`config.mk`:
```
export PLATFORM = sky130hd
export DESIGN_NAME = axis_dist_ram_fifo
export DESIGN_NICKNAME = d
export VERILOG_FILES = /design/src/verilog/axis_fifo_pkg.sv /design/src/verilog/fifo_write_ctrl.sv /design/src/verilog/dist_ram_store.sv /design/src/verilog/fifo_read_ctrl.sv /design/src/verilog/axis_dist_ram_fifo.sv
export SDC_FILE = /design/constraint.sdc
export NUM_CORES = 1
export LEC_CHECK = 0
export BUFFER_PORTS_ARGS = -buffer_cell sky130_fd_sc_hd__buf_2
export CORE_UTILIZATION = 30
export CTS_BUF_LIST = sky130_fd_sc_hd__clkbuf_4
export DETAILED_ROUTE_END_ITERATION = 10
export PLACE_DENSITY = 0.47
export SYNTH_ARGS = -nofsm -noshare
export SYNTH_HDL_FRONTEND = slang
export SYNTH_SLANG_ARGS = --single-unit
```
`constraint.sdc`:
```
create_clock -name axis_out -period 3.7 [get_ports axis_out]
set_input_delay 0.74 -clock axis_out [delete_from_list [all_inputs] [get_ports axis_out]]
set_output_delay 0.74 -clock axis_out [all_outputs]
set_load 0.03 [all_outputs]
```
`src/verilog/axis_fifo_pkg.sv`:
```
// Shared geometry and stream payload type for the packet FIFO.
// Every RTL and testbench file imports this package.

package axis_fifo_pkg;

    ////////////////////
    // FIFO geometry
    ////////////////////

    // Bytes carried by one stream beat
    localparam int data_bytes = 4;

    // Number of words in the distributed RAM
    localparam int fifo_depth = 16;

    // Pointer width, wraps naturally at fifo_depth
    localparam int ptr_w = $clog2(fifo_depth);

    // Headroom left when the full flag rises
    // Covers the one-cycle lag of the registered flag
    localparam int guard_band = 2;

    // Occupancy at which incoming beats start being discarded
    localparam int full_level = fifo_depth - guard_band;

    ////////////////////
    // Types
    ////////////////////

    // One stream beat as stored in RAM and carried on both ports
    // Field order gives data in the upper bits, last in bit 0
    typedef struct packed {
        // Payload bytes
        logic [data_bytes*8-1:0] data;
        // Byte qualifiers, one per data byte
        logic [data_bytes-1:0]   keep;
        // Final beat of a packet
        logic                    last;
    } axis_beat_t;

    // Read and write pointer into the RAM
    typedef logic [ptr_w-1:0] fifo_ptr_t;

endpackage

```
`src/verilog/fifo_write_ctrl.sv`:
```
// Write side of the packet FIFO: stores or discards each input beat
// and reports discarded beats and damaged packets.

`timescale 1ns/1ps

module fifo_write_ctrl import axis_fifo_pkg::*; (
    input  logic       axis_out,
    input  logic       rst_n,

    // Input stream, no ready so the source is never stalled
    input  logic       in_valid,
    input  axis_beat_t in_beat,

    // Read pointer from the read side, for occupancy
    input  fifo_ptr_t  rd_ptr,

    // RAM write port
    output logic       wr_en,
    output fifo_ptr_t  wr_ptr,
    output axis_beat_t wr_beat,

    // Status pulses
    output logic       beat_dropped,
    output logic       pkt_overflow
);

    ////////////////////
    // Declarations
    ////////////////////

    // Words currently held, wr_ptr minus rd_ptr
    fifo_ptr_t occupancy;

    // Guard-band full flag, registered from occupancy
    logic      full;

    // Beat arriving while full is high
    logic      drop_now;

    // Current packet has lost at least one beat
    logic      pkt_lost;

    ////////////////////
    // Store or discard
    ////////////////////

    // Never more than 15 words held, so the 4-bit difference cannot wrap
    assign occupancy = wr_ptr - rd_ptr;

    // Store decision uses the flag from the previous edge
    assign wr_en    = in_valid & ~full;
    assign drop_now = in_valid & full;

    // Payload goes straight to the RAM data port
    assign wr_beat  = in_beat;

    // Write pointer and full flag
    always_ff @(posedge axis_out or negedge rst_n) begin
        if (!rst_n) begin
            wr_ptr <= '0;
            full   <= 1'b0;
        end else begin
            // Advance only on a stored beat
            if (wr_en) begin
                wr_ptr <= wr_ptr + 1'b1;
            end
            // Pointers before this edge's update set the flag
            full <= (occupancy >= fifo_ptr_t'(full_level));
        end
    end

    ////////////////////
    // Loss reporting
    ////////////////////

    // beat_dropped follows every discarded beat by one cycle
    // pkt_overflow marks the last beat of a damaged packet
    always_ff @(posedge axis_out or negedge rst_n) begin
        if (!rst_n) begin
            beat_dropped <= 1'b0;
            pkt_overflow <= 1'b0;
            pkt_lost     <= 1'b0;
        end else begin
            beat_dropped <= drop_now;
            pkt_overflow <= 1'b0;

            if (in_valid && in_beat.last) begin
                // Packet boundary counts even when the last beat itself is dropped
                pkt_overflow <= pkt_lost | drop_now;
                pkt_lost     <= 1'b0;
            end else if (drop_now) begin
                // Remember the loss until the packet ends
                pkt_lost <= 1'b1;
            end
        end
    end

endmodule

```
`src/verilog/dist_ram_store.sv`:
```
// Word storage of the packet FIFO, mapped to LUT RAM.
// Synchronous write port, asynchronous read port.

`timescale 1ns/1ps

module dist_ram_store import axis_fifo_pkg::*; (
    input  logic       axis_out,

    // Write port from the write controller
    input  logic       wr_en,
    input  fifo_ptr_t  wr_ptr,
    input  axis_beat_t wr_beat,

    // Read port to the read controller
    input  fifo_ptr_t  rd_ptr,
    output axis_beat_t rd_beat
);

    ////////////////////
    // Storage array
    ////////////////////

    // One beat per word, contents undefined after reset
    (* ram_style = "distributed" *) axis_beat_t mem [fifo_depth];

    // Write on the clock edge
    always_ff @(posedge axis_out) begin
        if (wr_en) begin
            mem[wr_ptr] <= wr_beat;
        end
    end

    // Read is combinational, as in a LUT RAM
    // Word at rd_ptr is ready for the output register in the same cycle
    assign rd_beat = mem[rd_ptr];

endmodule

```
`src/verilog/fifo_read_ctrl.sv`:
```
// Read side of the packet FIFO: moves beats from RAM into the
// registered AXI-Stream output stage with valid/ready back-pressure.

`timescale 1ns/1ps

module fifo_read_ctrl import axis_fifo_pkg::*; (
    input  logic       axis_out,
    input  logic       rst_n,

    // Write pointer, for empty detection
    input  fifo_ptr_t  wr_ptr,

    // Word at rd_ptr from the RAM
    input  axis_beat_t rd_beat,
    output fifo_ptr_t  rd_ptr,

    // Output stream
    output logic       out_valid,
    output axis_beat_t out_beat,
    input  logic       out_ready
);

    ////////////////////
    // Declarations
    ////////////////////

    // No words waiting in RAM
    logic empty;

    // Downstream takes the current output beat
    logic consume;

    // Output register takes a new word from RAM
    logic load;

    ////////////////////
    // Control
    ////////////////////

    // Pointers equal means nothing stored
    assign empty   = (rd_ptr == wr_ptr);

    assign consume = out_valid & out_ready;

    // Load when data is present and the register is free or emptying now
    assign load    = ~empty & (~out_valid | out_ready);

    // Valid flag and read pointer
    always_ff @(posedge axis_out or negedge rst_n) begin
        if (!rst_n) begin
            out_valid <= 1'b0;
            rd_ptr    <= '0;
        end else begin
            if (load) begin
                out_valid <= 1'b1;
                // Each load frees one RAM word
                rd_ptr    <= rd_ptr + 1'b1;
            end else if (consume) begin
                // Beat taken and nothing to replace it
                out_valid <= 1'b0;
            end
        end
    end

    ////////////////////
    // Output register
    ////////////////////

    // Beat only changes on a load, so it holds while out_ready is low
    always_ff @(posedge axis_out) begin
        if (load) begin
            out_beat <= rd_beat;
        end
    end

endmodule

```
`src/verilog/axis_dist_ram_fifo.sv`:
```
// Single-clock AXI-Stream packet FIFO in distributed RAM.
// Input has no ready; overflowing beats are dropped and reported.

`timescale 1ns/1ps

module axis_dist_ram_fifo import axis_fifo_pkg::*; (
    input  logic       axis_out,
    input  logic       rst_n,

    // Input stream, never back-pressured
    input  logic       in_valid,
    input  axis_beat_t in_beat,

    // Output stream
    output logic       out_valid,
    output axis_beat_t out_beat,
    input  logic       out_ready,

    // Overflow status pulses
    output logic       beat_dropped,
    output logic       pkt_overflow
);

    ////////////////////
    // Internal wires
    ////////////////////

    // RAM write port
    logic       wr_en;
    fifo_ptr_t  wr_ptr;
    axis_beat_t wr_beat;

    // RAM read port
    fifo_ptr_t  rd_ptr;
    axis_beat_t rd_beat;

    ////////////////////
    // Instances
    ////////////////////

    // Store or discard, full flag and loss reporting
    fifo_write_ctrl u_write_ctrl (
        .axis_out     (axis_out),
        .rst_n        (rst_n),
        .in_valid     (in_valid),
        .in_beat      (in_beat),
        .rd_ptr       (rd_ptr),
        .wr_en        (wr_en),
        .wr_ptr       (wr_ptr),
        .wr_beat      (wr_beat),
        .beat_dropped (beat_dropped),
        .pkt_overflow (pkt_overflow)
    );

    // LUT RAM holding the beats
    dist_ram_store u_ram (
        .axis_out (axis_out),
        .wr_en    (wr_en),
        .wr_ptr   (wr_ptr),
        .wr_beat  (wr_beat),
        .rd_ptr   (rd_ptr),
        .rd_beat  (rd_beat)
    );

    // Registered output stage
    fifo_read_ctrl u_read_ctrl (
        .axis_out  (axis_out),
        .rst_n     (rst_n),
        .wr_ptr    (wr_ptr),
        .rd_beat   (rd_beat),
        .rd_ptr    (rd_ptr),
        .out_valid (out_valid),
        .out_beat  (out_beat),
        .out_ready (out_ready)
    );

endmodule

```
==> results_dict.tcl <==
set metrics [dict create \
    ys.flop_type "edfxtp_1" \
    slew_headroom_pct 52.39 \
    ctsLongestPathBuffers 3 \
    crit_path_cell_trace "dlygate4sd3_1 -> buf_2 -> nor2b_1 -> nand2_1 -> nor2_4 -> buf_12" \
    setup_ws_ns 1.152 \
    finalSetupViolations 0 \
    synth_edf_count 629 \
    finalClockSkew_ns 0.05653 \
    finalSetupTns_ns 0 \
    cts_tree "yes" \
    wl_per_cell_um 22.49 \
    num-fill-cells 7601 \
    path_clk_slew_ns 0.06 \
    rr_worst_depth 5 \
    p_per_area_nw_per_um2 770.9 \
    p_sw_mw 7.434 \
    hold_viol_final 0 \
    vias 12280 \
    grt_pass1_vias 13110 \
    period_share_pct 68.86 \
    fp.dieW_um 287.5 \
    postLayoutCoreUtil_pct 35.53 \
    cp_slowest_stage_delay_ns 0.58 \
    timing.rr.end "u_read_ctrl.out_beat[16]" \
    synthesis.area_sq_um 24460 \
    seq_power_share_pct 43.2 \
    endpoint_kind "flop" \
    nNetsFinal 1463 \
    min_path_cells 1 \
    h-tree-depth 4 \
    yosysWarnings 0 \
    numCtsBuffers 166 \
    layout-drive-gt1-share_pct 31.00 \
    power_frac_clock_pct 27.4 \
    overflow 0 \
    netlist_top_cells_count "edfxtp_1 (629), mux2i_1 (148), a221oi_1 (74), mux4_2 (74), nand2_1 (46)" \
    drt_iter0_markers 582 \
    routabilityCongestion 0.7073 \
    synthDistinctLibCells 32 \
    yosysMostFrequentCell "edfxtp_1" \
    die_h_um 287.5 \
    clkSinkCount 642 \
    async_flop_share_pct 2.025 \
    antenna_found_initial 4 \
    p_leak_nw 9.643 \
    reg2reg_slack_ns 1.18 \
    worstHoldStart "in_beat[33]" \
    peakVddDrop_mv 0.3384 \
    grt_pass1_wl_um 85640 \
    synthesis.nets 1232 \
    synthToLayoutAreaGrowth_pct 17.00 \
    slowest_stage "nor2b_1" \
    criticalPathCategory "in2reg" \
    min_period_ns 2.548 \
    synth.area.top_cells "edfxtp_1 (77%), mux4_2 (6.8%), mux2i_1 (6.1%)" \
    worstSkewPairLatency_ns 0.96 \
    combPwrFrac_pct 29.4 \
    crit_path_max_fanout 14 \
    start_kind "input port" \
    cts-root-buf "clkbuf_4" \
    viasPerCell 4.716 \
    rsz0062_at_grt "false" \
    syn_avg_cell_area_sq_um 20.69 \
    seqCellArea_sq_um 19220 \
    grt_usage_pct 14.46 \
    syn_inst 1182 \
    cts_setup_buffers 0 \
    ant_nets 0 \
    synth-seq-cells 642 \
    status "completed" \
    grt_max_degree 54 \
    final_max_slew_viol_count 0 \
    min_to "u_ram.mem[8][33]" \
    cts-resized-gates 0 \
    dieArea_sq_um 82680 \
    drc 0 \
    hold_buffers 2 \
    hp-class "in2reg" \
    yosysSeqAreaShare_pct 78.55 \
    max_cap_violations 0 \
    worstMarginPinSlew_ns 0.7131 \
    worstPathRequired_ns 4.33 \
    dp_hpwl_um 32070 \
    multiInputGateArea_sq_um 4987 \
    worstPathArrival_ns 3.18 \
    place_worst_setup_slack_ns 0.6612 \
    holdWs_ns 0.1570 \
    wl_um 58570 \
    p_sw_share_pct 33.69 \
    drtPass1Iterations 6 \
    yosysTopAreaCell "edfxtp_1" \
    rows 104 \
    port_buffers 80 \
    io_pins 81 \
    max_freq_ghz 0.3925 \
    p_int_mw 14.63 \
    start_util_pct 30.37 \
    yosysTopAreaCellShare_pct 77.22 \
    design.core.area_sq_um 80550 \
    r2r_start "u_read_ctrl.rd_ptr[2]" \
]
final cells by class:
type / instances / area share (%)
multi-input cells: 470 / 17.43
well taps: 1060 / 4.634
repair buffers: 126 / 3.279
diodes: 2 / 0.01749
flip-flops and latches: 642 / 67.17
clock buffers: 227 / 5.954
inverters: 7 / 0.09181
clock inverters: 70 / 1.430
cell families (layout without fill, tap and decap cells):
kind of cell	after synthesis	count (layout)	synth area share, %
DFF	642	642	78.55
muxes	222	222	12.87
AOI/OAI and AO/OA	155	155	4.778
and+or+nand+nor	76	76	1.325
buffers and inverters	70	430	1.703
adders and majority gates	9	9	0.4911
xor gates and xnor gates	8	8	0.2865
other	0	2	0
worst max-delay path: cells and delay by family:
family / cells / cell delay [ns]
simple gates: 3 / 1.54
buf+inv: 3 / 0.89
layer usage:
metal  up-vias  GRT usage, %  part of all wire (%)
li1       5537             -                     -
met1      6313         17.91                    42
met2       318         24.13                    50
met3       108         3.867                   5.2
met4         4         5.372                   2.2
met5         -             0                 0.031
placed cells by master (no fill, tap or decap), drive strengths merged, types with 6 or more instances in the layout:
cell and instances:
clkinv 57, o21ai 40, edfxtp 629, dfrtp 13, buf 124, xnor2 6, inv 12, a22oi 37
nor2 12, a221oi 74, ha 8, mux4 74, nand2 46, clkbuf 227, mux2i 148
sequential cells by signal, indices dropped and copies added (netlist names):
name and cells:
u_ram.mem 592, u_read_ctrl.rd_ptr 4, u_write_ctrl.wr_ptr 4, u_write_ctrl.pkt_lost 1
u_read_ctrl.out_valid 1, u_write_ctrl.beat_dropped 1, u_read_ctrl.out_beat 37, u_write_ctrl.full 1
u_write_ctrl.pkt_overflow 1
stage by stage:
stage / total power, mW / cell area [sq um] / cells
2_1_floorplan: 14.03 / 24480 / 1182
3_3_place_gp: 16.33 / 26480 / 2303
6_report: 22.06 / 28620 / 2604
3_5_place_dp: 16.40 / 26480 / 2303
4_1_cts: 22.54 / 28610 / 2602
5_1_grt: 23.31 / 28620 / 2603
power by group through the flow:
stage	logic (mW)	registers [mW]	clock network, mW
after global placement	6.64	9.69	0
final	6.50	9.53	6.04
after detailed placement	6.68	9.72	0
after global routing	7.05	9.62	6.64
after CTS	6.70	9.56	6.28
after floorplan	4.15	9.88	0
how the worst max path moves through the flow:
stage,startpoint,end,slack [ns],depth (start not counted)
floorplan,in_valid,u_ram.mem[15][0],0.40,4
global placement,in_valid,u_ram.mem[6][12],0.64,5
detailed placement,in_valid,u_ram.mem[6][12],0.66,5
CTS,u_write_ctrl.full,u_ram.mem[6][16],1.11,4
global route,u_write_ctrl.full,u_ram.mem[6][16],1.04,4
finish,in_valid,u_ram.mem[6][1],1.15,6
(Power assumes the default switching activity.)
